===== config.mk =====
export PLATFORM = sky130hd
export DESIGN_NAME = eng_rd_mux
export DESIGN_NICKNAME = d
export VERILOG_FILES = /design/src/rtl/eng_bus_pkg.sv /design/src/rtl/eng_rd_mux.sv
export SDC_FILE = /design/constraint.sdc
export NUM_CORES = 1
export LEC_CHECK = 0
export BUFFER_PORTS_ARGS = -buffer_cell sky130_fd_sc_hd__buf_2
export CORE_AREA = 2 2 78 80
export CTS_CLUSTER_SIZE = 12
export DETAILED_ROUTE_END_ITERATION = 6
export DIE_AREA = 0 0 80 82
export PLACE_DENSITY = 0.63
export RECOVER_POWER = 25
export SETUP_SLACK_MARGIN = 0.1
export SYNTH_ARGS = -nofsm -noshare
export SYNTH_HDL_FRONTEND = slang
export SYNTH_SLANG_ARGS = --single-unit

===== constraint.sdc =====
create_clock -name rst -period 1.55 [get_ports rst]
set_clock_uncertainty 0.1 [all_clocks]
set_input_delay 0.155 -clock rst [delete_from_list [all_inputs] [get_ports rst]]
set_output_delay 0.155 -clock rst [all_outputs]
set_load 0.1 [all_outputs]

===== src/rtl/eng_bus_pkg.sv =====
// Engine bus package with data bus layout, entry indices and host address map
`default_nettype none

package eng_bus_pkg;

   // Data word and memory geometry
   localparam int DATA_W     = 32;
   localparam int N_MEM      = 2;
   localparam int MEM_IDX_W  = $clog2(N_MEM);
   localparam int MEM_ADDR_W = 4;

   // Data bus entries
   localparam int N_SEL = 8;
   localparam int SEL_W = 3;

   localparam logic [SEL_W-1:0] SEL_ZERO  = 3'd0;
   localparam logic [SEL_W-1:0] SEL_ONE   = 3'd1;
   localparam logic [SEL_W-1:0] SEL_MEM0A = 3'd2;
   localparam logic [SEL_W-1:0] SEL_MEM0B = 3'd3;
   localparam logic [SEL_W-1:0] SEL_MEM1A = 3'd4;
   localparam logic [SEL_W-1:0] SEL_MEM1B = 3'd5;
   localparam logic [SEL_W-1:0] SEL_ALU   = 3'd6;
   localparam logic [SEL_W-1:0] SEL_MUL   = 3'd7;

   // Controller address, region on top and word below
   localparam int ENG_ADDR_W = 6;
   localparam int REGION_W   = ENG_ADDR_W - MEM_ADDR_W;

   localparam logic [REGION_W-1:0] REG_MEM0 = 2'd0;
   localparam logic [REGION_W-1:0] REG_MEM1 = 2'd1;
   localparam logic [REGION_W-1:0] REG_RDY  = 2'd2;

   // Databus address is memory index then word address
   localparam int DB_ADDR_W = MEM_IDX_W + MEM_ADDR_W;

   typedef logic [N_SEL-1:0][DATA_W-1:0] data_bus_t;

endpackage

`default_nettype wire

===== src/rtl/eng_rd_mux.sv =====
// Engine output side, returning controller and databus read data
`default_nettype none

module eng_rd_mux
   import eng_bus_pkg::*;
(
   input  logic                         rst,
   input  logic                         clk,
   input  logic [REGION_W-1:0]          rd_src,
   input  logic [MEM_IDX_W-1:0]         db_mem_sel,
   input  logic [N_MEM-1:0][DATA_W-1:0] mem_out_a,
   input  logic [N_MEM-1:0][DATA_W-1:0] mem_out_b,
   input  logic                         ready,
   output logic [DATA_W-1:0]            ctr_data_to_rd,
   output logic [DATA_W-1:0]            databus_data_out
);

   logic [REGION_W-1:0]  rd_src_q;
   logic [MEM_IDX_W-1:0] db_sel_q;

   // Memory outputs arrive one cycle after the request, so align the select
   always_ff @(posedge rst or posedge clk) begin
      if (clk) begin
         rd_src_q <= REG_MEM0;
         db_sel_q <= '0;
      end else begin
         rd_src_q <= rd_src;
         db_sel_q <= db_mem_sel;
      end
   end

   always_comb begin
      case (rd_src_q)
         REG_MEM0: ctr_data_to_rd = mem_out_a[0];
         REG_MEM1: ctr_data_to_rd = mem_out_a[1];
         REG_RDY:  ctr_data_to_rd = {{(DATA_W-1){1'b0}}, ready};
         default:  ctr_data_to_rd = '0;
      endcase
   end

   assign databus_data_out = mem_out_b[db_sel_q];

endmodule

`default_nettype wire


After elaboration in Yosys (flattened, before gate mapping)
Index checks and enable logic that the tools add are counted.

Add/sub/neg operators: 0. Multiply operators: 0. Divide/modulo/power cells: 0. Magnitude comparators: 1. Eq/ne operators: 2. Shift-type cells: 0. Multiplexer cells: 3. Bitwise operators: 0. Reduce and logical (&&, ||, !) cells: 1.

Operator list (count): 32-bit one-hot mux with 3 select lines (1); 32-bit 2-to-1 mux (2); 2-bit by 1-bit equality test with 1-bit output, second input constant (1); 2-bit equality test, second input constant (1); 2-bit logical NOT (1); 1-bit by 2-bit < comparator with 1-bit output, second input constant (1).

Register bits: 3. Latch bits: 0. Bits in writable memories: 0. ROM bits: 0. Input port bits: 134. Output and inout port bits: 64. Word-level logic and storage cells: 9. Memories kept: 0.

Logic depth before layout (Yosys ltp)
Word-level depth: 2. Depth in mapped cells: 4. Depth with buffers taken out: 2.

Least setup slack after synthesis
OpenSTA, ideal clock, no wires.

Kind: register to output. Start: register rd_src_q[0]. End: output port ctr_data_to_rd[0]. Arrival time: 2704 ps. Required time: 1295 ps. Setup slack: -1409 ps. Stages on the path, launching flop included: 4. Buffers on the path: 1. Path through: dfrtp_1 > buf_6 > mux2i_1 > o21ai_0.

Longest elaborated chain between the ends: 2.

RTL lines: from (decl) (line eng_rd_mux.sv:18) `logic [REGION_W-1:0] rd_src_q;`; from (signal assigned) (line eng_rd_mux.sv:27) `rd_src_q <= rd_src;`; 2-bit equality test (tied with other cells) (line eng_rd_mux.sv:33) `case (rd_src_q)`; 32-bit one-hot mux with 3 select lines (*) (line eng_rd_mux.sv:33); to (decl) (line eng_rd_mux.sv:14) `output logic [DATA_W-1:0] ctr_data_to_rd,`.

Mark *: on every way between the ends. The rest lies on a longest branch, timed or not.

Worst setup path after layout
Start: register db_sel_q. End: output port databus_data_out[6].

Longest elaborated chain between the ends: 2.

RTL lines: from (decl) (line eng_rd_mux.sv:19) `logic [MEM_IDX_W-1:0] db_sel_q;`; from (signal assigned) (line eng_rd_mux.sv:28) `db_sel_q <= db_mem_sel;`; 32-bit 2-to-1 mux (implied by the code) (2 in series) (line eng_rd_mux.sv:41) `assign databus_data_out = mem_out_b[db_sel_q];`; to (decl) (line eng_rd_mux.sv:15) `output logic [DATA_W-1:0] databus_data_out`.

Every way passes these cells. The select of a mux whose other input is x is not followed.

==> flow_summary.json <==
{
  "synth_cells": 113,
  "crit_start": "db_sel_q",
  "grt_use_total": 0.163,
  "final_antenna_net_count": 0,
  "critPathArrivalTime_ps": 1410,
  "postSynthAreaPerCell_um2": 10.1,
  "grt-ovfl-total": 0,
  "start_util": 0.199,
  "cts_max_level": 1,
  "grt_first_pass_wirelength_um": 8460,
  "drv_cap": 0,
  "seqPwrFrac": 0.041,
  "hold_viol": 0,
  "place.gp.congestion": 0.785,
  "tightest_slew_ps": 260,
  "syn_to_final_growth_pct": 223,
  "fmax_mhz": 602,
  "critPathMaxFanout": 7,
  "min_path_type": "in2async",
  "detail_route.wl_per_cell_um": 15.8,
  "relSlewSlack": 0.822,
  "clock_path_buffers": 2,
  "placed_cells": 379,
  "drt-total-wl_um": 6210,
  "peakVddDrop_mv": 0.613,
  "clk_pin_slew_ps": 40,
  "power.share.combinational": 0.864,
  "drc": 0,
  "violations": "negative setup slack",
  "ys_types": 13,
  "total_leakage_power_nw": 1.77,
  "root_buffer": "clkbuf_8",
  "min_period_ps": 1660,
  "crit_type": "reg2out",
  "synth_seq_cells": 3,
  "fin_ws_ps": -111,
  "p_int_w": 0.00110,
  "numCtsBuffers": 3,
  "worstPathRequired_ps": 1290,
  "fp-row-count": 28,
  "dp_hpwl_um": 4870,
  "p_clk_frac": 0.095,
  "netlist_area_um2": 1140,
  "dr.pass1.iters": 4,
  "power.density_nw_per_um2": 655,
  "setup_viol": 64,
  "num_vias": 1695,
  "drive_gt1_frac": 0.962,
  "die_x_um": 80,
  "antenna_cells": 0,
  "synth_nets": 247,
  "die-area_um2": 6560,
  "final_cell_mix": "buf_2 (133), buf_12 (68), mux2_4 (32)",
  "drv_slew": 0,
  "grt_start_max_net_pins": 34,
  "fin_cells": 392,
  "rsz0062_at_grt": "yes",
  "drtIter0Drc": 18,
  "port_buffers": 197,
  "worst_setup_path_start_kind": "flop",
  "core_um2": 5750,
  "power.share.switching": 0.547,
  "ys_seq_area_frac": 0.0656,
  "cts_tree": "built",
  "place_area_um2": 3390,
  "mostFrequentLayoutCell": "buf_2",
  "switching_power_w": 0.00132,
  "ios": 198,
  "clkSinkCount": 3,
  "status": "finished, violations left",
  "antenna_found_initial": 0,
  "first_global_vias": 1793,
  "endpoint_kind": "primary output",
  "final_area_um2": 3690,
  "fin_crit_sh": 1.07,
  "yosys_warnings": 0,
  "routed_via_density": 4.32,
  "nets": 452,
  "die_h_um": 82
}
-- worst max-delay path, stage by stage (launching register included) --
cell       delay (ps)
dfrtp_2           500
clkbuf_16         210
mux2_4            310
buf_12            170
-- stage by stage --
step	TNS (ps)	setup slack [ps]	hold slack [ps]	total power, W	util
global placement	0	119	-75.8	0.00207	0.590
finish	-4910	-111	245	0.00242	0.643
detailed placement	0	63.0	-76.5	0.00210	0.590
CTS	-4760	-121	247	0.00236	0.614
global route	-7680	-150	262	0.00250	0.643
floorplan	0	12.0	-191	0.00136	-
-- power groups by stage --
stage	clock (W)	sequential [W]	combinational, W
finish	0.000230	0.0000990	0.00209
global route	0.000248	0.000100	0.00215
CTS	0.000229	0.0000961	0.00204
detailed placement	0	0.0000973	0.00200
global placement	0	0.0000972	0.00198
floorplan	0	0.0000850	0.00127
-- metal layers --
metal  vias to the layer above  track usage  share of wire
li1                        807            -              -
met1                       796        0.154           0.32
met2                        86        0.353           0.60
met3                         6       0.0297          0.076
met4                         0       0.0356         0.0090
met5                         -            0              0
-- worst paths after layout --
kind                                        to  slack (ps)  cells past startpoint
worst max-delay path       databus_data_out[6]        -110                      3
worst min-delay path               rd_src_q[1]         250                      3
max in group asynchronous             db_sel_q         960                      3
min in group rst                   rd_src_q[1]         480                      2
-- flip-flops by register name (all words and copies together) (netlist names) --
name and cells:
rd_src_q 2, db_sel_q 1
-- logic make-up (layout without fill, tap and decap cells) --
| logic type | after synthesis | after routing | share of synthesized area |
|---|---|---|---|
| flops | 3 | 3 | 0.0656 |
| simple gates | 32 | 32 | 0.108 |
| buf+inv | 13 | 217 | 0.128 |
| compound gates | 1 | 1 | 0.00437 |
| mux | 64 | 64 | 0.694 |
-- cell type report --
cell class | instances | area [um^2]
timing repair buffer | 212 | 2170
fill | 443 | 2050
sequential | 3 | 81.3
inverter | 1 | 3.75
clock buffer | 4 | 45.0
tap | 75 | 93.8
multi-input combinational | 97 | 1300
-- repair_timing --
action | CTS | global route
gates resized for setup | 11 | 24
cloned | 0 | 3
setup buffers | 2 | 0
pin swaps | 0 | 0
endpoints found under the setup margin | 62 | 64
endpoints found under the hold margin | 6 | 0
hold buffers | 4 | 0
-- cell usage after synthesis --
library cell / instances / area (um^2)
nand3b_1: 1 / 7.51
mux2_4: 30 / 450
dfrtp_1: 3 / 75.1
clkbuf_1: 1 / 3.75
inv_1: 1 / 3.75
nor2_1: 31 / 116
buf_12: 3 / 60.1
buf_6: 3 / 33.8
mux2i_1: 32 / 320
buf_2: 3 / 15.0
mux2_2: 2 / 22.5
o21ai_0: 1 / 5.00
buf_8: 2 / 30.0
Note: power is estimated with default switching activity, not from simulation.
