File: config.mk
export PLATFORM = sky130hd
export DESIGN_NAME = eng_mul
export DESIGN_NICKNAME = d
export VERILOG_FILES = /design/src/rtl/eng_bus_pkg.sv /design/src/rtl/eng_conf_pkg.sv /design/src/rtl/eng_mul.sv
export SDC_FILE = /design/constraint.sdc
export NUM_CORES = 2
export LEC_CHECK = 0
export BUFFER_PORTS_ARGS = -buffer_cell sky130_fd_sc_hd__buf_2
export CAP_MARGIN = 20
export CORE_MARGIN = 2
export CORE_UTILIZATION = 40
export CTS_CLUSTER_SIZE = 25
export DETAILED_ROUTE_END_ITERATION = 10
export PLACE_DENSITY = 0.62
export SYNTH_ARGS = -nofsm -noshare
export SYNTH_HDL_FRONTEND = slang
export SYNTH_SLANG_ARGS = --single-unit
File: constraint.sdc
create_clock -name rst -period 0.85 [get_ports rst]
set_input_delay 0.1275 -clock rst [delete_from_list [all_inputs] [get_ports rst]]
set_output_delay 0.1275 -clock rst [all_outputs]
set_load 0.1 [all_outputs]
File: src/rtl/eng_bus_pkg.sv
// Engine bus package with data bus layout, entry indices and host address map
`default_nettype none

package eng_bus_pkg;

   // Data word and memory geometry
   localparam int DATA_W     = 32;
   localparam int N_MEM      = 2;
   localparam int MEM_IDX_W  = $clog2(N_MEM);
   localparam int MEM_ADDR_W = 4;

   // Data bus entries
   localparam int N_SEL = 8;
   localparam int SEL_W = 3;

   localparam logic [SEL_W-1:0] SEL_ZERO  = 3'd0;
   localparam logic [SEL_W-1:0] SEL_ONE   = 3'd1;
   localparam logic [SEL_W-1:0] SEL_MEM0A = 3'd2;
   localparam logic [SEL_W-1:0] SEL_MEM0B = 3'd3;
   localparam logic [SEL_W-1:0] SEL_MEM1A = 3'd4;
   localparam logic [SEL_W-1:0] SEL_MEM1B = 3'd5;
   localparam logic [SEL_W-1:0] SEL_ALU   = 3'd6;
   localparam logic [SEL_W-1:0] SEL_MUL   = 3'd7;

   // Controller address, region on top and word below
   localparam int ENG_ADDR_W = 6;
   localparam int REGION_W   = ENG_ADDR_W - MEM_ADDR_W;

   localparam logic [REGION_W-1:0] REG_MEM0 = 2'd0;
   localparam logic [REGION_W-1:0] REG_MEM1 = 2'd1;
   localparam logic [REGION_W-1:0] REG_RDY  = 2'd2;

   // Databus address is memory index then word address
   localparam int DB_ADDR_W = MEM_IDX_W + MEM_ADDR_W;

   typedef logic [N_SEL-1:0][DATA_W-1:0] data_bus_t;

endpackage

`default_nettype wire
File: src/rtl/eng_conf_pkg.sv
// Engine configuration package with config word layout, field widths and ALU codes
`default_nettype none

package eng_conf_pkg;

   import eng_bus_pkg::*;

   // Memory port fields
   localparam int ITER_W      = 5;
   localparam int DELAY_W     = 3;
   localparam int N_PORT      = 2;
   localparam int PORT_CONF_W = 2 * MEM_ADDR_W + ITER_W + DELAY_W + 1 + SEL_W;
   localparam int MEM_CONF_W  = N_PORT * PORT_CONF_W;

   typedef enum logic [2:0] {ADD, SUB, AND, OR, XOR, MAX, MIN, PASS} alu_fn_e;

   localparam int ALU_CONF_W = $bits(alu_fn_e) + 2 * SEL_W;
   localparam int MUL_CONF_W = 2 * SEL_W + 1;

   // Config word from the top: mem0, mem1, alu, mul
   localparam int CONF_BITS   = N_MEM * MEM_CONF_W + ALU_CONF_W + MUL_CONF_W;
   localparam int CONF_MEM0_B = CONF_BITS - 1;
   localparam int CONF_MEM1_B = CONF_MEM0_B - MEM_CONF_W;
   localparam int CONF_ALU_B  = CONF_MEM1_B - MEM_CONF_W;
   localparam int CONF_MUL_B  = CONF_ALU_B - ALU_CONF_W;

   typedef struct packed {
      logic [MEM_ADDR_W-1:0] start;
      logic [MEM_ADDR_W-1:0] incr;
      logic [ITER_W-1:0]     iter;
      logic [DELAY_W-1:0]    delay;
      logic                  wr_en;
      logic [SEL_W-1:0]      sel;
   } port_conf_t;

   typedef struct packed {
      port_conf_t a;
      port_conf_t b;
   } mem_conf_t;

   typedef struct packed {
      alu_fn_e          fn;
      logic [SEL_W-1:0] sel_a;
      logic [SEL_W-1:0] sel_b;
   } alu_conf_t;

   typedef struct packed {
      logic [SEL_W-1:0] sel_a;
      logic [SEL_W-1:0] sel_b;
      logic             hi;
   } mul_conf_t;

endpackage

`default_nettype wire

File: src/rtl/eng_mul.sv
// Engine multiplier, signed and registered, returning the high or low half
`default_nettype none

module eng_mul
   import eng_bus_pkg::*;
   import eng_conf_pkg::*;
(
   input  logic              rst,
   input  logic              clk,
   input  logic              run_reg,
   input  mul_conf_t         conf,
   input  data_bus_t         data_bus,
   output logic [DATA_W-1:0] result
);

   logic signed [2*DATA_W-1:0] prod;

   assign prod = $signed(data_bus[conf.sel_a]) * $signed(data_bus[conf.sel_b]);

   always_ff @(posedge rst or posedge clk) begin
      if (clk) begin
         result <= '0;
      end else if (run_reg) begin
         result <= '0;
      end else begin
         result <= conf.hi ? prod[2*DATA_W-1:DATA_W] : prod[DATA_W-1:0];
      end
   end

endmodule

`default_nettype wire

# ---- Yosys cells after proc, flatten, opt, wreduce, memory -nomap -nowiden
# Cells that the tools add are included.
dict set report word_totals {
  reg_bits 32
  input_bits 266
  wordCells 10
}
dict set report classes {
  n_mul 1
  n_lt_le_gt_ge 2
  muxes 6
}
# cell n
set ops {}
lappend ops {{binary-select mux 32 bit (select 3 bit)} 2}
lappend ops {{2-to-1 mux 32 bit} 4}
lappend ops {{multiplier 32 x 32 -> 64 bit} 1}
lappend ops {{< comparator 3 x 4 -> 1 bit, second input constant} 2}

# ---- Logic depth before layout (Yosys ltp)
dict set report depth {
  word_depth 5
  depth_mapped 34
}

# ---- Worst setup path after synthesis
# Ideal clock, no wire load.
dict set report synth_path {
  kind {input port to flip-flop}
  from {input conf[1] (netlist name)}
  to {register result[29]}
  arrival_time_ns 8.943
  setup_slack_ns -8.229
  path_stages 31
  n_path_buf 3
  path_cell_list {clkbuf_1 buf_2 mux4_2 mux2i_1 clkbuf_1 nor2_1 fa_1 inv_1 fa_1 inv_1 fa_1 fa_1 inv_1 fa_1 inv_1 fa_1 inv_1 fa_1 inv_1 fa_1 ha_1 and3_1 and3_1 nand2_1 or4_1 a21o_1 nand3_2 nand2b_1 a211oi_2 mux2i_1 a21oi_1}
}
dict set report synth_via {
  elab_chain_cells 5
}
# item line
set synth_lines {}
lappend synth_lines {{from (decl)} eng_mul.sv:11} ;# input mul_conf_t conf,
lappend synth_lines {{binary-select mux 32 bit (select 3 bit)} eng_mul.sv:18} ;# assign prod = $signed(data_bus[conf.sel_a]) * $signed(data_bus[conf.sel_b]);
lappend synth_lines {{2-to-1 mux 32 bit (implied by the code)} eng_mul.sv:18}
lappend synth_lines {{multiplier 32 x 32 -> 64 bit} eng_mul.sv:18}
lappend synth_lines {{2-to-1 mux 32 bit} eng_mul.sv:26} ;# result <= conf.hi ? prod[2*DATA_W-1:DATA_W] : prod[DATA_W-1:0];
lappend synth_lines {{2-to-1 mux 32 bit} eng_mul.sv:23} ;# end else if (run_reg) begin
lappend synth_lines {{to (signal assigned)} eng_mul.sv:26}
lappend synth_lines {{to (decl)} eng_mul.sv:13} ;# output logic [DATA_W-1:0] result
# Every way passes these cells. The select of a mux whose other input is x is not followed.

# ---- Worst setup path after layout
dict set report layout_path {
  from {input conf[1] (netlist name)}
  to {register result[11]}
}
# Same word-level chain as after synthesis.

==> results.py <==
metrics = {
    "detailed_routing": {
        "post_drt_wl_per_cell_um": 23.85,
        "firstDrtPassIters": 6,
        "via_per_inst": 5.324,
        "num_vias": 34453,
        "first_iter_violations": 2732,
        "drt-total-wl_um": 154300,
        "postRouteAntennaNets": 0,
        "drc": 0,
    },
    "floorplan": {
        "coreArea_sq_um": 100000,
        "rows": 116,
        "die_w_um": 321.2,
        "num_io_pins": 298,
        "die_h_um": 321.2,
        "start_util_pct": 40.26,
        "dieArea_sq_um": 103200,
    },
    "worst_setup_path": {
        "worstPathMaxFanout": 10,
        "critPathLaunch": "conf[1]",
        "crit_slowest_cell": "fa_1",
        "cpPeakStageDelay_ns": 0.55,
        "worstSetupEndpointType": "flop",
        "arrival_ns": 8.23,
        "crit_top_cell": "fa_1",
        "required_ns": 1.02,
        "critPathKind": "input pin to flop",
        "start_kind": "input pin",
    },
    "synth": {
        "synth_top_area_share_pct": 53.81,
        "ys_top_cells_by_area": "fa_1 (54%), inv_1 (9.1%), mux4_2 (7.2%)",
        "synth_nets": 5762,
        "yosysUniqueCellTypes": 65,
        "synth_edf_count": 0,
        "synth-seq-cells": 32,
        "ys.warnings.count": 0,
        "synth_area_leader_cell": "fa_1",
        "avgSynthCellArea_sq_um": 9.517,
        "synth_area_sq_um": 40260,
        "synthFlopType": "dfrtp_1",
        "syn_inst": 4230,
        "ys_seq_area_share_pct": 1.989,
        "async_flop_share_pct": 100.0,
    },
    "layout": {
        "final_common_cell": "fa_1",
        "drive_gt1_share_pct": 33.35,
        "nNetsFinal": 6697,
        "regMostFlops": "result",
        "largest_reg_flops": 32,
        "layout_common_cells": "fa_1 (1028), inv_1 (941), buf_4 (640), nor2_1 (535), nand2_1 (485)",
        "largest_registers": "result (32)",
        "area_delta_synth_final_pct": 33.83,
    },
    "cts": {
        "cts-root-buf": "clkbuf_16",
        "numCtsBuffers": 5,
        "clk_pin_slew_ns": 0.05,
        "cts_tree": "done",
        "cts.path.max_buffers": 2,
        "h-tree-depth": 2,
        "clock-sinks": 32,
    },
    "sta": {
        "finalSetupTns_ns": -229.67,
        "holdWs_ns": 0.1738,
        "slew_viol_final": 0,
        "post-route-period-util_pct": 947.4,
        "period_needed_ns": 8.053,
        "hold_violations": 0,
        "setup_slack_ns": -7.203,
        "fmax_mhz": 124.2,
        "rsz0062_at_grt": "true",
        "worst_pin_slew_ns": 0.5162,
        "max-slew-margin-rel_pct": 65.55,
        "setup_viol": 64,
    },
    "hold_path": {
        "hold_path.class": "input pin to flop",
        "worstHoldStart": "run_reg",
    },
    "place": {
        "gp_congestion": 1.012,
        "dp_hpwl_um": 128400,
        "numPortBuffers": 297,
    },
    "global_route": {
        "grt_pass1_vias": 37089,
        "grt_pass1_wl_um": 226600,
        "antenna_found_initial": 16,
        "grt_max_degree": 33,
        "grt_overflow_total": 0,
        "grt_usage_pct": 29.72,
    },
    "run_status": {
        "violations": "setup timing",
        "status": "complete, but fails checks",
    },
    "job": {
        "maxCapViolations": 0,
    },
}
==> path summary, 6_finish.rpt <==
path / end / cells past startpoint
worst max-delay path: result[11] / 34
max in group asynchronous: result[22] / 4
worst min-delay path: result[29] / 3
min in group asynchronous: result[15] / 4
==> area by class of cell <==
class	instances	area [sq um]
Inverter	975	3665
Multi-Input combinational cell	3003	36990
Timing Repair Buffer	1148	10580
Antenna cell	7	17.52
Clock buffer	6	128.9
Fill cell	8720	46130
Sequential cell	32	839.6
Clock inverter	2	35.03
Tap cell	1298	1624
==> stage by stage <==
stage                     util (%)  cells  instance area [sq um]  worst slack (ns)
after floorplan                  -   4230                  40540            -7.585
after global placement       49.59   6281                  49590            -7.819
after detailed placement     49.59   6281                  49590            -7.884
after CTS                    52.25   6391                  52250            -7.142
after global routing         53.86   6466                  53860            -7.425
final                        53.87   6471                  53870            -7.203
==> worst max-delay path: cells and delay by family <==
kind | cells | cell delay [ns]
and+or+nand+nor | 3 | 0.28
muxes | 2 | 0.68
xor gates and xnor gates | 1 | 0.16
adders and majority gates | 9 | 4.27
buffers and inverters | 14 | 1.48
AOI/OAI and AO/OA | 5 | 1.20
==> cells by family after synthesis <==
kind of cell / share of synthesized area, %
compound gates: 3.577
mux: 10.13
buf+inv: 11.22
xor+xnor: 1.458
fa+ha+maj: 59.53
simple gates: 12.09
flops: 1.989
==> Yosys cell counts, types with 2 or more instances <==
cell type  number
a211o_1         4
a211oi_1       10
a21boi_0        4
a21o_1         25
a21oi_1        70
a31oi_1         9
and2_1         25
and3_1          8
buf_1          12
buf_2          25
clkbuf_1      182
dfrtp_1        32
fa_1         1082
ha_1          184
inv_1         974
mux2_2         52
mux2i_1        61
mux4_2        128
nand2_1       504
nand2b_1       21
nand3_1        16
nand3_2         2
nand4_1        14
nor2_1        555
nor2b_1         8
nor3_1         11
nor4_1          2
o211ai_1        3
o211ai_2        2
o21a_1          5
o21ai_0        40
o21ai_1         4
o21bai_1       13
o221ai_1        3
o22ai_1        15
o41ai_1         2
or2_2          30
xnor2_1        44
xor2_1         23
==> per-layer routing <==
| layer | part of all wire [%] | GRT usage [%] | wire, um | up-vias |
|---|---|---|---|---|
| met3 | 10 | 6.863 | 16090 | 405 |
| met4 | 6.4 | 13.23 | 9904 | 4 |
| met2 | 46 | 48.93 | 71330 | 1791 |
| met5 | 0.015 | 0 | 23 | - |
| li1 | - | - | - | 14487 |
| met1 | 37 | 37.42 | 56970 | 17766 |
==> timing repair <==
action                     in CTS  in global routing
setup endpoints to repair      64                 64
buffers inserted               90                 77
gates resized for setup       304                207
cloned                         15                  7
pin swaps                      99                138
hold buffers                    1                  0
hold endpoints to repair       32                  0
Power is not shown: default switching activity piles up to over one toggle a cycle in this logic, so the estimate is an artifact.
