File: config.mk
export PLATFORM = sky130hd
export DESIGN_NAME = eng_ctrl
export DESIGN_NICKNAME = d
export VERILOG_FILES = /design/src/rtl/eng_bus_pkg.sv /design/src/rtl/eng_conf_pkg.sv /design/src/rtl/eng_ctrl.sv
export SDC_FILE = /design/constraint.sdc
export NUM_CORES = 1
export LEC_CHECK = 0
export BUFFER_PORTS_ARGS = -buffer_cell sky130_fd_sc_hd__clkbuf_2
export CAP_MARGIN = 20
export CORE_MARGIN = 8
export CORE_UTILIZATION = 40
export DETAILED_ROUTE_END_ITERATION = 12
export MAX_ROUTING_LAYER = met4
export PLACE_DENSITY = 0.74
export SKIP_LAST_GASP = 1
export SYNTH_ARGS = -nofsm -noshare
export SYNTH_HDL_FRONTEND = slang
export SYNTH_SLANG_ARGS = --single-unit
File: constraint.sdc
create_clock -name rst -period 3.25 [get_ports rst]
set_input_delay 0.8125 -clock rst [delete_from_list [all_inputs] [get_ports rst]]
set_output_delay 0.8125 -clock rst [all_outputs]
set_load 0.02 [all_outputs]
File: src/rtl/eng_bus_pkg.sv
// Engine bus package with data bus layout, entry indices and host address map
`default_nettype none

package eng_bus_pkg;

   // Data word and memory geometry
   localparam int DATA_W     = 32;
   localparam int N_MEM      = 2;
   localparam int MEM_IDX_W  = $clog2(N_MEM);
   localparam int MEM_ADDR_W = 4;

   // Data bus entries
   localparam int N_SEL = 8;
   localparam int SEL_W = 3;

   localparam logic [SEL_W-1:0] SEL_ZERO  = 3'd0;
   localparam logic [SEL_W-1:0] SEL_ONE   = 3'd1;
   localparam logic [SEL_W-1:0] SEL_MEM0A = 3'd2;
   localparam logic [SEL_W-1:0] SEL_MEM0B = 3'd3;
   localparam logic [SEL_W-1:0] SEL_MEM1A = 3'd4;
   localparam logic [SEL_W-1:0] SEL_MEM1B = 3'd5;
   localparam logic [SEL_W-1:0] SEL_ALU   = 3'd6;
   localparam logic [SEL_W-1:0] SEL_MUL   = 3'd7;

   // Controller address, region on top and word below
   localparam int ENG_ADDR_W = 6;
   localparam int REGION_W   = ENG_ADDR_W - MEM_ADDR_W;

   localparam logic [REGION_W-1:0] REG_MEM0 = 2'd0;
   localparam logic [REGION_W-1:0] REG_MEM1 = 2'd1;
   localparam logic [REGION_W-1:0] REG_RDY  = 2'd2;

   // Databus address is memory index then word address
   localparam int DB_ADDR_W = MEM_IDX_W + MEM_ADDR_W;

   typedef logic [N_SEL-1:0][DATA_W-1:0] data_bus_t;

endpackage

`default_nettype wire
File: src/rtl/eng_conf_pkg.sv
// Engine configuration package with config word layout, field widths and ALU codes
`default_nettype none

package eng_conf_pkg;

   import eng_bus_pkg::*;

   // Memory port fields
   localparam int ITER_W      = 5;
   localparam int DELAY_W     = 3;
   localparam int N_PORT      = 2;
   localparam int PORT_CONF_W = 2 * MEM_ADDR_W + ITER_W + DELAY_W + 1 + SEL_W;
   localparam int MEM_CONF_W  = N_PORT * PORT_CONF_W;

   typedef enum logic [2:0] {ADD, SUB, AND, OR, XOR, MAX, MIN, PASS} alu_fn_e;

   localparam int ALU_CONF_W = $bits(alu_fn_e) + 2 * SEL_W;
   localparam int MUL_CONF_W = 2 * SEL_W + 1;

   // Config word from the top: mem0, mem1, alu, mul
   localparam int CONF_BITS   = N_MEM * MEM_CONF_W + ALU_CONF_W + MUL_CONF_W;
   localparam int CONF_MEM0_B = CONF_BITS - 1;
   localparam int CONF_MEM1_B = CONF_MEM0_B - MEM_CONF_W;
   localparam int CONF_ALU_B  = CONF_MEM1_B - MEM_CONF_W;
   localparam int CONF_MUL_B  = CONF_ALU_B - ALU_CONF_W;

   typedef struct packed {
      logic [MEM_ADDR_W-1:0] start;
      logic [MEM_ADDR_W-1:0] incr;
      logic [ITER_W-1:0]     iter;
      logic [DELAY_W-1:0]    delay;
      logic                  wr_en;
      logic [SEL_W-1:0]      sel;
   } port_conf_t;

   typedef struct packed {
      port_conf_t a;
      port_conf_t b;
   } mem_conf_t;

   typedef struct packed {
      alu_fn_e          fn;
      logic [SEL_W-1:0] sel_a;
      logic [SEL_W-1:0] sel_b;
   } alu_conf_t;

   typedef struct packed {
      logic [SEL_W-1:0] sel_a;
      logic [SEL_W-1:0] sel_b;
      logic             hi;
   } mul_conf_t;

endpackage

`default_nettype wire

File: src/rtl/eng_ctrl.sv
// Engine input side with run register, configuration shadow and host address decoders
`default_nettype none

module eng_ctrl
   import eng_bus_pkg::*;
   import eng_conf_pkg::*;
(
   input  logic                  rst,
   input  logic                  clk,
   input  logic                  ctr_req,
   input  logic                  run_req,
   input  logic                  ctr_rnw,
   input  logic [ENG_ADDR_W-1:0] ctr_addr,
   input  logic                  databus_req,
   input  logic [DB_ADDR_W-1:0]  databus_addr,
   input  logic [CONF_BITS-1:0]  config_bus,
   output logic                  run_reg,
   output mem_conf_t [N_MEM-1:0] mem_conf,
   output alu_conf_t             alu_conf,
   output mul_conf_t             mul_conf,
   output logic [N_MEM-1:0]      ctr_mem_req,
   output logic [N_MEM-1:0]      db_mem_req,
   output logic [REGION_W-1:0]   rd_src
);

   logic                 run;
   logic [CONF_BITS-1:0] conf_q;
   logic [REGION_W-1:0]  region;
   logic [REGION_W-1:0]  rd_region_q;
   logic [MEM_IDX_W-1:0] db_mem;

   // A run request is only valid as a write
   assign run    = run_req & ~ctr_rnw;
   assign region = ctr_addr[ENG_ADDR_W-1 -: REGION_W];
   assign db_mem = databus_addr[DB_ADDR_W-1 -: MEM_IDX_W];

   always_ff @(posedge rst or posedge clk) begin
      if (clk) begin
         run_reg <= 1'b0;
         conf_q  <= '0;
      end else begin
         run_reg <= run;
         if (run) begin
            conf_q <= config_bus;
         end
      end
   end

   // Remember the last read region so the read data holds
   always_ff @(posedge rst or posedge clk) begin
      if (clk) begin
         rd_region_q <= REG_MEM0;
      end else if (ctr_req && ctr_rnw) begin
         rd_region_q <= region;
      end
   end

   assign rd_src = (ctr_req && ctr_rnw) ? region : rd_region_q;

   // Slice the shadow into per-unit words
   assign mem_conf[0] = conf_q[CONF_MEM0_B -: MEM_CONF_W];
   assign mem_conf[1] = conf_q[CONF_MEM1_B -: MEM_CONF_W];
   assign alu_conf    = conf_q[CONF_ALU_B -: ALU_CONF_W];
   assign mul_conf    = conf_q[CONF_MUL_B -: MUL_CONF_W];

   always_comb begin
      for (int i = 0; i < N_MEM; i++) begin
         ctr_mem_req[i] = ctr_req && (region == REGION_W'(i));
         db_mem_req[i]  = databus_req && (db_mem == MEM_IDX_W'(i));
      end
   end

endmodule

`default_nettype wire

* Word-level counts from Yosys, hierarchy flattened
Index checks and enable logic that the tools add are counted.
** Storage, ports and cells
- Bits in registers :: 99
- Latch bits :: 0
- RAM bits :: 0
- ROM bits :: 0
- Input bits :: 113
- Output and inout bits :: 103
- Logic and storage cells :: 14
- Memories kept :: 0
** Cells by class
- Add/subtract/negate cells :: 0
- $mul :: 0
- Div/mod/pow operators :: 0
- Order comparisons :: 0
- Eq/ne operators :: 1
- Shift operators :: 0
- Mux-type cells :: 1
- Bitwise operators :: 3
- Reductions and logical operators :: 6
** Operators by type and width (number)
- logical AND 1 bit :: 5
- == test 2 x 1 -> 1 bit, second input constant :: 1
- logical NOT 2 bit :: 1
- 2-to-1 mux 2 bit :: 1
- NOT 1 bit :: 2
- bitwise AND 1 bit :: 1

* Logic depth before layout (Yosys ltp)
- Depth in word-level cells :: 2
- Gate-level depth with buffers :: 5
- Depth with buffers taken out :: 2

* Worst setup path before layout
OpenSTA, ideal clock, no wires.
- Kind :: input to output
- Start point :: input port ctr_addr[5]
- End point :: output port ctr_mem_req[0]
- Arrival time :: 1.339 ns
- Required time :: 2.438 ns
- Slack :: 1.098 ns
- Stages :: 1
- Path buffers :: 0
- Path through :: nor3b_1
** On the way
- Cells in the longest elaborated chain, start to end :: 2
** RTL lines
- start, declared :: line eng_ctrl.sv:13 : input logic [ENG_ADDR_W-1:0] ctr_addr,
- logical NOT 2 bit :: line eng_ctrl.sv:68 : ctr_mem_req[i] = ctr_req && (region == REGION_W'(i));
- logical AND 1 bit :: line eng_ctrl.sv:68
- end, declared :: line eng_ctrl.sv:21 : output logic [N_MEM-1:0] ctr_mem_req,
Every way passes these cells.

* Worst setup path in the final report
- Start point :: input port ctr_rnw
- End point :: output port rd_src[0]
** On the way
- Cells in the longest elaborated chain, start to end :: 2
** RTL lines
- start, declared :: line eng_ctrl.sv:12 : input logic ctr_rnw,
- logical AND 1 bit :: line eng_ctrl.sv:58 : assign rd_src = (ctr_req && ctr_rnw) ? region : rd_region_q;
- 2-to-1 mux 2 bit :: line eng_ctrl.sv:58
- end, declared :: line eng_ctrl.sv:23 : output logic [REGION_W-1:0] rd_src
Every way passes these cells.

==> impl_metrics.yaml <==
outcome:
  status: "finished clean"
global_route:
  grt_max_degree: 100
  grt_antenna_before_repair: 0
  grt_pass1_wl_mm: 14.4
  overflow: 0
  grt_pass1_vias: 2870
  grt_usage_pct: 14.4
synthesis:
  syn_area_um2: 3820
  synth-seq-area-share_pct: 64.9
  synth_top_area_share_pct: 64.9
  yosysWarnings: 0
  synth_seq_cells: 99
  syn_area_per_cell_um2: 17.8
  syn_nets: 328
  synth_cells: 215
  synth.distinct_cells: 11
  ys_top_cells_by_area: "dfrtp_1 65%, mux2_2 20%, mux2_4 11%"
  yosysTopAreaCell: "dfrtp_1"
pwr:
  p_leak_uw: 0.00263
  p_per_area_nw_per_um2: 585
  total_power_uw: 3020
  peakVddDrop_mv: 0.275
clock_network:
  clkSinkCount: 99
  cts.reportedPaths.clkPinSlew_ns: 0.09
  cts_tree: "done"
  ctsLongestPathBuffers: 2
  post_cts_resized: 0
  cts_made_buffers: 9
  clock_latency_ns: 0.34
  cts_setup_buffers: 0
  ctsHoldBuffers: 0
  htreeDepth: 3
  cts_root_buf: "clkbuf_8"
layout:
  diodes: 0
  drive_above_1_share_pct: 75.8
  regArea_um2: 2480
  final_common_cell: "clkbuf_2"
  fin_nets: 538
  largest_reg_flops: 96
  area_growth_pct: 35.4
  layout_common_cells: "207 x clkbuf_2, 99 x dfrtp_1, 69 x mux2_2"
  multiInputGateArea_um2: 1260
  fill_cells: 795
placed_design:
  hpwl_mm: 7.06
  port-buffer-count: 207
  dp_slack_ns: 0.855
  place_congestion: 0.736
setup_path:
  worst_ep_arrival_time_ns: 1.57
  critPathKind: "in -> out"
  worst_ep_required_time_ns: 2.44
  startpoint_type: "primary input"
  cp-end-kind: "primary output"
  worstPathMaxFanout: 2
  rrSetupSlack_ns: 2.46
sta:
  finalMaxSlewViolations: 0
  setup_viol: 0
  fin_crit_sh_pct: 73.3
  min_period_ns: 2.38
  worst_pin_slew_ns: 0.564
  max_freq_ghz: 0.420
  finClkSkew_ns: 0
  relSlewSlack_pct: 62.4
  rsz0062_at_grt: "false"
  tns_ns: 0
  hold_viol: 0
  worst_slack_ns: 0.867
floorplan:
  initial_core_util_pct: 41.3
  design.core.area_um2: 9240
  dieArea_um2: 12900
  num_rows: 35
  boundaryPins: 216
  fp.dieW_um: 114
  fp.dieH_um: 114
route:
  vias: 2565
  drt_wl_total_mm: 9.18
  ant_nets: 0
  viasPerCell: 4.59
  dr.pass1.iters: 4
  dr.first_iter.drc_count: 89
  wire_per_inst_um: 16.4
  drc: 0
run:
  drv_cap: 0
hold_path:
  hold_path.class: "reg -> reg"
## power breakdown
group | internal (uW) | switching [uW] | leakage (uW)
Combinational | 350 | 438 | 0.00139
Sequential | 1410 | 91.7 | 0.00116
Clock | 290 | 445 | 0.0000833
Total | 2050 | 974 | 0.00263
## routing by layer
metal | wire, um | up-vias | track usage (%) | part of all wire, %
met4 | 112 | 0 | 4.88 | 1.2
met3 | 796 | 11 | 5.55 | 8.7
met1 | 3730 | 1266 | 15.9 | 41
li1 | - | 1169 | - | -
met5 | 0 | - | - | 0
met2 | 4550 | 119 | 23.4 | 49
## kinds of logic after synthesis
family,Yosys count,share of synthesized area (%)
flops,99,64.9
mux,98,31.7
simple gates,6,1.02
buf+inv,12,2.36
## final cells by class
class / instances / area share, %
clock buffer: 9 / 2.40
sequential: 99 / 47.9
timing repair buffer: 210 / 21.0
tap: 129 / 3.12
multi-input combinational: 104 / 24.3
clock inverter: 7 / 1.11
inverter: 1 / 0.145
## critical path: stages
cell      delay [ns]
clkbuf_2        0.11
nand2_1         0.11
mux2_2          0.36
clkbuf_2        0.17
## Yosys cell counts
| library cell | count |
|---|---|
| and3b_1 | 1 |
| buf_2 | 6 |
| nor2b_1 | 2 |
| mux2_2 | 69 |
| mux2_4 | 29 |
| dfrtp_1 | 99 |
| and2_1 | 1 |
| buf_6 | 5 |
| nor3b_1 | 1 |
| inv_1 | 1 |
| nand2_1 | 1 |
## stage by stage
stage	instance area, um^2	util, %	instances	hold slack [ns]
3_5_place_dp	4990	54.0	543	0.491
4_1_cts	5170	56.0	559	0.517
6_report	5170	56.0	559	0.513
3_3_place_gp	4990	54.0	543	0.486
2_1_floorplan	3820	-	215	0.559
5_1_grt	5170	56.0	559	0.523
## path summary, 6_finish.rpt
path | cells past startpoint | start | end
min in group asynchronous | 3 | clk | conf_q[42]
max | 4 | ctr_rnw | rd_src[0]
min | 1 | conf_q[33] | conf_q[33]
min reg2reg | 1 | conf_q[33] | conf_q[33]
max in group asynchronous | 3 | clk | rd_region_q[0]
max reg2reg | 1 | conf_q[39] | conf_q[39]
(Power assumes the default switching activity.)
