`src/rtl/eng_bus_pkg.sv`:
```
// Engine bus package with data bus layout, entry indices and host address map
`default_nettype none

package eng_bus_pkg;

   // Data word and memory geometry
   localparam int DATA_W     = 32;
   localparam int N_MEM      = 2;
   localparam int MEM_IDX_W  = $clog2(N_MEM);
   localparam int MEM_ADDR_W = 4;

   // Data bus entries
   localparam int N_SEL = 8;
   localparam int SEL_W = 3;

   localparam logic [SEL_W-1:0] SEL_ZERO  = 3'd0;
   localparam logic [SEL_W-1:0] SEL_ONE   = 3'd1;
   localparam logic [SEL_W-1:0] SEL_MEM0A = 3'd2;
   localparam logic [SEL_W-1:0] SEL_MEM0B = 3'd3;
   localparam logic [SEL_W-1:0] SEL_MEM1A = 3'd4;
   localparam logic [SEL_W-1:0] SEL_MEM1B = 3'd5;
   localparam logic [SEL_W-1:0] SEL_ALU   = 3'd6;
   localparam logic [SEL_W-1:0] SEL_MUL   = 3'd7;

   // Controller address, region on top and word below
   localparam int ENG_ADDR_W = 6;
   localparam int REGION_W   = ENG_ADDR_W - MEM_ADDR_W;

   localparam logic [REGION_W-1:0] REG_MEM0 = 2'd0;
   localparam logic [REGION_W-1:0] REG_MEM1 = 2'd1;
   localparam logic [REGION_W-1:0] REG_RDY  = 2'd2;

   // Databus address is memory index then word address
   localparam int DB_ADDR_W = MEM_IDX_W + MEM_ADDR_W;

   typedef logic [N_SEL-1:0][DATA_W-1:0] data_bus_t;

endpackage

`default_nettype wire
```
`src/rtl/eng_conf_pkg.sv`:
```
// Engine configuration package with config word layout, field widths and ALU codes
`default_nettype none

package eng_conf_pkg;

   import eng_bus_pkg::*;

   // Memory port fields
   localparam int ITER_W      = 5;
   localparam int DELAY_W     = 3;
   localparam int N_PORT      = 2;
   localparam int PORT_CONF_W = 2 * MEM_ADDR_W + ITER_W + DELAY_W + 1 + SEL_W;
   localparam int MEM_CONF_W  = N_PORT * PORT_CONF_W;

   typedef enum logic [2:0] {ADD, SUB, AND, OR, XOR, MAX, MIN, PASS} alu_fn_e;

   localparam int ALU_CONF_W = $bits(alu_fn_e) + 2 * SEL_W;
   localparam int MUL_CONF_W = 2 * SEL_W + 1;

   // Config word from the top: mem0, mem1, alu, mul
   localparam int CONF_BITS   = N_MEM * MEM_CONF_W + ALU_CONF_W + MUL_CONF_W;
   localparam int CONF_MEM0_B = CONF_BITS - 1;
   localparam int CONF_MEM1_B = CONF_MEM0_B - MEM_CONF_W;
   localparam int CONF_ALU_B  = CONF_MEM1_B - MEM_CONF_W;
   localparam int CONF_MUL_B  = CONF_ALU_B - ALU_CONF_W;

   typedef struct packed {
      logic [MEM_ADDR_W-1:0] start;
      logic [MEM_ADDR_W-1:0] incr;
      logic [ITER_W-1:0]     iter;
      logic [DELAY_W-1:0]    delay;
      logic                  wr_en;
      logic [SEL_W-1:0]      sel;
   } port_conf_t;

   typedef struct packed {
      port_conf_t a;
      port_conf_t b;
   } mem_conf_t;

   typedef struct packed {
      alu_fn_e          fn;
      logic [SEL_W-1:0] sel_a;
      logic [SEL_W-1:0] sel_b;
   } alu_conf_t;

   typedef struct packed {
      logic [SEL_W-1:0] sel_a;
      logic [SEL_W-1:0] sel_b;
      logic             hi;
   } mul_conf_t;

endpackage

`default_nettype wire

```
`src/rtl/eng_mem.sv`:
```
// Engine data memory, dual port with an address generator on each port
`default_nettype none

module eng_mem
   import eng_bus_pkg::*;
   import eng_conf_pkg::*;
(
   input  logic                  rst,
   input  logic                  clk,
   input  logic                  run_reg,
   input  mem_conf_t             conf,
   input  data_bus_t             data_bus,
   input  logic                  ctr_req,
   input  logic                  ctr_rnw,
   input  logic [MEM_ADDR_W-1:0] ctr_addr_w,
   input  logic [DATA_W-1:0]     ctr_data_to_wr,
   input  logic                  db_req,
   input  logic                  db_rnw,
   input  logic [MEM_ADDR_W-1:0] db_addr_w,
   input  logic [DATA_W-1:0]     db_data_in,
   output logic [DATA_W-1:0]     out_a,
   output logic [DATA_W-1:0]     out_b,
   output logic                  done
);

   // Per-port config and host side, port A is controller, port B is databus
   port_conf_t            pconf     [N_PORT];
   logic                  host_req  [N_PORT];
   logic                  host_rnw  [N_PORT];
   logic [MEM_ADDR_W-1:0] host_addr [N_PORT];
   logic [DATA_W-1:0]     host_din  [N_PORT];

   // Generator state
   logic [DELAY_W-1:0]    dly_cnt   [N_PORT];
   logic [ITER_W-1:0]     iter_cnt  [N_PORT];
   logic [MEM_ADDR_W-1:0] gen_addr  [N_PORT];
   logic                  port_done [N_PORT];

   // Resolved access per port
   logic                  acc_we    [N_PORT];
   logic                  acc_rd    [N_PORT];
   logic [MEM_ADDR_W-1:0] acc_addr  [N_PORT];
   logic [DATA_W-1:0]     acc_din   [N_PORT];
   logic [DATA_W-1:0]     port_out  [N_PORT];

   logic [DATA_W-1:0]     mem [2**MEM_ADDR_W];

   assign pconf[0]     = conf.a;
   assign pconf[1]     = conf.b;
   assign host_req[0]  = ctr_req;
   assign host_req[1]  = db_req;
   assign host_rnw[0]  = ctr_rnw;
   assign host_rnw[1]  = db_rnw;
   assign host_addr[0] = ctr_addr_w;
   assign host_addr[1] = db_addr_w;
   assign host_din[0]  = ctr_data_to_wr;
   assign host_din[1]  = db_data_in;

   for (genvar p = 0; p < N_PORT; p++) begin : g_port
      logic gen_act;

      // Generator owns the port once its delay has run out
      assign gen_act = !port_done[p] && (dly_cnt[p] == '0);

      always_ff @(posedge rst or posedge clk) begin
         if (clk) begin
            dly_cnt[p]   <= '0;
            iter_cnt[p]  <= '0;
            gen_addr[p]  <= '0;
            port_done[p] <= 1'b1;
         end else if (run_reg) begin
            dly_cnt[p]   <= pconf[p].delay;
            iter_cnt[p]  <= pconf[p].iter;
            gen_addr[p]  <= pconf[p].start;
            port_done[p] <= (pconf[p].iter == '0);
         end else if (!port_done[p]) begin
            if (dly_cnt[p] != '0) begin
               dly_cnt[p] <= dly_cnt[p] - 1'b1;
            end else begin
               // Address wraps modulo the memory size
               gen_addr[p]  <= gen_addr[p] + pconf[p].incr;
               iter_cnt[p]  <= iter_cnt[p] - 1'b1;
               port_done[p] <= (iter_cnt[p] == ITER_W'(1));
            end
         end
      end

      assign acc_we[p]   = gen_act ? pconf[p].wr_en : (host_req[p] & ~host_rnw[p]);
      assign acc_rd[p]   = gen_act ? ~pconf[p].wr_en : (host_req[p] & host_rnw[p]);
      assign acc_addr[p] = gen_act ? gen_addr[p] : host_addr[p];
      assign acc_din[p]  = gen_act ? data_bus[pconf[p].sel] : host_din[p];

      // Output only moves on a read so host data holds
      always_ff @(posedge rst or posedge clk) begin
         if (clk) begin
            port_out[p] <= '0;
         end else if (acc_rd[p]) begin
            port_out[p] <= mem[acc_addr[p]];
         end
      end
   end

   // Port B wins on a same-address write
   always_ff @(posedge rst) begin
      for (int p = 0; p < N_PORT; p++) begin
         if (acc_we[p]) begin
            mem[acc_addr[p]] <= acc_din[p];
         end
      end
   end

   assign out_a = port_out[0];
   assign out_b = port_out[1];
   assign done  = port_done[0] & port_done[1];

endmodule

`default_nettype wire

```
`config.mk`:
```
export PLATFORM = sky130hd
export DESIGN_NAME = eng_mem
export DESIGN_NICKNAME = d
export VERILOG_FILES = /design/src/rtl/eng_bus_pkg.sv /design/src/rtl/eng_conf_pkg.sv /design/src/rtl/eng_mem.sv
export SDC_FILE = /design/constraint.sdc
export NUM_CORES = 2
export LEC_CHECK = 0
export BUFFER_PORTS_ARGS = -buffer_cell sky130_fd_sc_hd__buf_2
export CORE_UTILIZATION = 55
export DETAILED_ROUTE_END_ITERATION = 16
export GPL_TIMING_DRIVEN = 0
export PLACE_DENSITY = 0.86
export SLEW_MARGIN = 20
export SYNTH_ARGS = -nofsm -noshare
export SYNTH_HDL_FRONTEND = slang
export SYNTH_SLANG_ARGS = --single-unit
```
`constraint.sdc`:
```
create_clock -name rst -period 5.23 [get_ports rst]
set_input_delay 0.523 -clock rst [delete_from_list [all_inputs] [get_ports rst]]
set_output_delay 0.523 -clock rst [all_outputs]
set_load 0.03 [all_outputs]
```
* Yosys cells after proc, flatten, opt, wreduce, memory -nomap -nowiden
Memories as Yosys holds them, arrays and structs flattened. A register that Yosys moved wholly into a read port is not among the register bits.
Index checks and enable logic that the tools add are counted.
** Word-level totals
- Memories :: 1
- Bits in registers :: 26
- RAM bits :: 512
- Logic and storage cells :: 88
- Bits in read-only memories :: 0
- Latch bits :: 0
** Memories
- mem :: depth 16, width 32, read ports 2, clocked after Yosys merged registers in 2, write ports 2, RTL line eng_mem.sv:46 : logic [DATA_W-1:0] mem [2**MEM_ADDR_W];
** Cells by class
- $mul :: 0
- Reductions and logical operators :: 16
- Add/sub/neg operators :: 6
- Order comparisons :: 2
- Eq/ne operators :: 6
- Div/mod/pow operators :: 0
- Bitwise gates (word level) :: 9
- Shift-type cells :: 0
- Mux-type cells :: 40
** Operators with widths (number)
- $bmux W32 S3 :: 2
- $mux W32 :: 4
- $mux W4 :: 8
- $mux W5 :: 6
- $mux W3 :: 6
- $mux W1 :: 14
- $eq A5 B1 Y1 const B :: 2
- $logic_not A5 Y1 :: 2
- $sub A5 B1 Y5 const B :: 2
- $add A4 B4 Y4 :: 2
- $lt A3 B4 Y1 const B :: 2
- $ne A2 B2 Y1 const B :: 4
- $reduce_and A2 Y1 :: 4
- $logic_not A3 Y1 :: 2
- $reduce_bool A3 Y1 :: 2
- $sub A3 B1 Y3 const B :: 2
- $and A1 B1 Y1 :: 5
- $not A1 Y1 :: 4
- $reduce_bool A2 Y1 :: 2
- $logic_and A1 B1 Y1 :: 2
- $logic_not A1 Y1 :: 2

* Longest topological paths before layout
- Word-level depth :: 5
- Gate-level depth with buffers :: 13
- Gate-level depth less buffers :: 8

* Least setup slack after synthesis
OpenSTA, ideal clock, no wires.
- Path kind :: flip-flop to flip-flop
- From :: register dly_cnt[3] (netlist bit)
- To :: memory mem[14][0], enable pin
- Required time :: 4.797 ns
- Stages on the path, launching flop included :: 11
- Data arrival time :: 3.951 ns
- Setup slack :: 0.846 ns
- Buffers on the path :: 4
- Clock period less this slack :: 4.384 ns
- Cells stage by stage :: dfrtp_1 > inv_1 > ha_1 > or3b_1 > buf_2 > mux2_2 > clkbuf_1 > clkbuf_1 > clkbuf_1 > nand2_1 > o22ai_1
** RTL lines
- start: declaration :: RTL line eng_mem.sv:34 : logic [DELAY_W-1:0] dly_cnt [N_PORT];
- start signal: indexed assignment :: RTL line eng_mem.sv:72 : dly_cnt[p] <= pconf[p].delay;
- start signal: indexed assignment :: RTL line eng_mem.sv:78 : dly_cnt[p] <= dly_cnt[p] - 1'b1;
- end: declaration :: RTL line eng_mem.sv:46

==> reports/qor.yml <==
run_status:
  outcome: "finished, violations left"
  violations: "negative setup slack"
job:
  maxCapViolCount: 0
synthesis:
  ys_warn_count: 0
  synth.ff_latch_count: 602
  yosysUniqueCellTypes: 53
  yosysSeqAreaShare: 0.466
  synthesis.nets: 4666
  async_flop_share: 0.150
  synthesis.area_mm2: 0.0379
  synth_edf_count: 512
  synthTopCellsByArea: "edfxtp_1, nand2_1, mux4_2"
  ys.flop_type: "edfxtp_1"
  synthCells: 4275
  syn_avg_cell_area_um2: 8.86
  netlist.area_leader.share: 0.406
  yosysTopAreaCell: "edfxtp_1"
critical_path:
  critPathCapture: "mem[11][10]"
  slowest_delay_ns: 0.82
  cp_max_fo: 18
  r2r-start: "dly_cnt[0]"
  crit_slowest_cell: "clkbuf_1"
  critPathKind: "reg2reg"
  crit_buf_inv: 6
  cp_top_family: "buffers and inverters"
  r2r_end: "mem[11][10]"
  arrival_ns: 5.59
  endpoint_kind: "flop"
  start_kind: "flop"
  timing.critical_path.mode_cell: "clkbuf_1"
  reg2reg_slack_ns: -0.04
  cp-startpoint: "dly_cnt[0]"
  crit_chain: "inv_1 -> ha_1 -> or3b_1 -> clkbuf_1 -> mux2_2 -> buf_2 -> nand3_1 -> nor2b_1 -> clkbuf_1 -> clkbuf_1 -> o21bai_4 -> buf_12"
  critPathRequiredTime_ns: 5.55
  cp_num_cells: 12
  r2r_cells: 12
global_routing:
  grt_max_degree: 59
  grt_pass1_wl_um: 261000
  gr-usage-all-layers: 0.524
  grt_antenna_before_repair: 26
  grt_pass1_vias: 38200
  grt.overflow.total: 0
clocking:
  cts.htree.levels: 3
  root_buffer: "clkbuf_16"
  clkTransAtPathRegs_ns: 0.06
  clockBufferDepth: 3
  insertion_delay_ns: 0.63
  tritoncts: "built"
  tritoncts_num_sinks: 602
  cts-buffers-inserted: 66
placement:
  place_hpwl_um: 136000
  pre_cts_slack_ns: -0.118
  port_buffers: 433
  dp_cells: 5604
  place_congestion: 1.07
  placed_cell_area_mm2: 0.0419
finish:
  syn_to_final_growth_pct: 16.9
  drive_above_1_share: 0.178
  fillers: 5587
  final_cell_mix: "nand2_1, buf_2, o21ai_0"
  stdcell_count: 5758
  fin_area_mm2: 0.0442
  nNetsFinal: 5202
  final_common_cell: "nand2_1"
route:
  wl_per_cell_um: 32.5
  drc: 0
  dr_total_vias: 40700
  drt_pass1_iterations: 8
  drtIter0Drc: 8143
  routed_wl_um: 187000
  vias_per_cell: 7.07
  ant_nets: 0
power:
  leakagePower_nw: 16.5
  peakVddDrop_mv: 0.272
  power.density_mw_per_mm2: 401
sta:
  fin_setup_tns_ns: -0.521
  holdWs_ns: 0.103
  hold_viol: 0
  setup_ws_ns: -0.0389
  worst_pin_slew_ns: 1.25
  report.final.slew_viol_count: 0
  min_period_over_period: 1.01
  setup_viol: 18
  maxSlewHeadroom: 0.166
  final.min_clock_period_ns: 5.27
  fin_skew_ns: 0.0140
  grt_setup_unrepaired: "false"
  fmax_ghz: 0.190
die:
  initial_utilization: 0.560
  die_y_um: 264
  die_area_mm2: 0.0699
  rows: 95
  core_mm2: 0.0676
  io_pins: 440
  die_width_um: 264
hold_path:
  min_path_cells: 3
  hold_path.class: "in2reg"
==> per-stage QoR <==
step                      total power, mW   util
after CTS                            17.1  0.652
after floorplan                      9.77      -
final                                17.7  0.654
after detailed placement             12.4  0.619
after global placement               12.2  0.608
after global routing                 17.9  0.654
==> metal layers <==
layer / part of all wire / global-route usage / up-vias
li1: - / - / 16400
met1: 0.31 / 0.601 / 18700
met2: 0.40 / 0.745 / 4466
met3: 0.19 / 0.261 / 1154
met4: 0.096 / 0.404 / 14
met5: 0.0010 / 0.0146 / -
==> how the worst min path moves through the flow <==
stage | startpoint | endpoint
after global placement | out_a[5] | out_a[5]
after global routing | conf[4] | dly_cnt[0]
after CTS | conf[4] | dly_cnt[0]
after floorplan | iter_cnt[4] | iter_cnt[4]
final | conf[4] | dly_cnt[0]
after detailed placement | clk | out_a[25]
==> final cells by class <==
class,count,area [µm²],area share
Clock inverter,28,265,0.00600
Clock buffer,92,1910,0.0431
Timing Repair Buffer,469,2850,0.0643
Sequential cell,602,17600,0.398
Antenna cell,22,55.1,0.00124
Tap cell,873,1090,0.0247
Inverter,17,68.8,0.00156
Buffer,410,1710,0.0387
Multi-Input combinational cell,3245,18700,0.422
==> synthesized netlist by cell type (2+ instances only) <==
library cell and number:
xnor2_1 8, buf_4 5, nand3_2 2, nor2b_1 12, dfrtp_1 88, a31oi_1 126
nand3_1 514, nand3b_1 3, nand2b_1 5, nor3_1 2, o22ai_1 8, inv_1 17
nor2_2 6, buf_2 119, a21oi_1 52, nor4_1 5, and3_1 2, mux2_2 7
nor2_1 118, o21ai_1 55, dfstp_2 2, o21bai_1 8, or3b_1 2, nand2_1 1361
fa_1 2, o21ai_0 516, o221ai_1 62, buf_1 29, a31o_2 2, ha_1 14
clkbuf_1 257, xor2_1 9, mux2i_1 194, a41oi_1 2, nor3b_1 2, mux4_2 128
edfxtp_1 512, a21o_1 4
==> power breakdown <==
part | total (mW) | switching, mW | internal (mW)
clock network | 4.91 | 2.11 | 2.80
logic | 6.54 | 4.79 | 1.76
registers | 6.29 | 0.324 | 5.96
==> sequential cells by signal (all words and copies together), names as in the netlist <==
signal     count
dly_cnt        6
gen_addr       8
iter_cnt      10
mem          512
out_a         32
out_b         32
port_done      2
==> cells by family after synthesis <==
| group | after synthesis | share of synthesized area |
|---|---|---|
| compound gates | 842 | 0.124 |
| xor+xnor | 17 | 0.00393 |
| fa+ha+maj | 16 | 0.00568 |
| buf+inv | 428 | 0.0470 |
| flops | 602 | 0.466 |
| mux | 330 | 0.130 |
| simple gates | 2040 | 0.223 |
==> worst reg2reg max path: stages, from the launching register on <==
cell and delay (ns):
dfrtp_1 0.40, inv_1 0.10, ha_1 0.22, or3b_1 0.35, clkbuf_1 0.15, mux2_2 0.24, buf_2 0.32, nand3_1 0.64
nor2b_1 0.33, clkbuf_1 0.82, clkbuf_1 0.62, o21bai_4 0.48, buf_12 0.29
==> repair_timing <==
action,CTS,global route
cloned,0,0
endpoints found under the hold margin,30,0
hold buffers,1,0
endpoints found under the setup margin,127,112
pin swaps,0,3
buffers inserted,0,12
resized for setup,1,0
(Power assumes the default switching activity.)
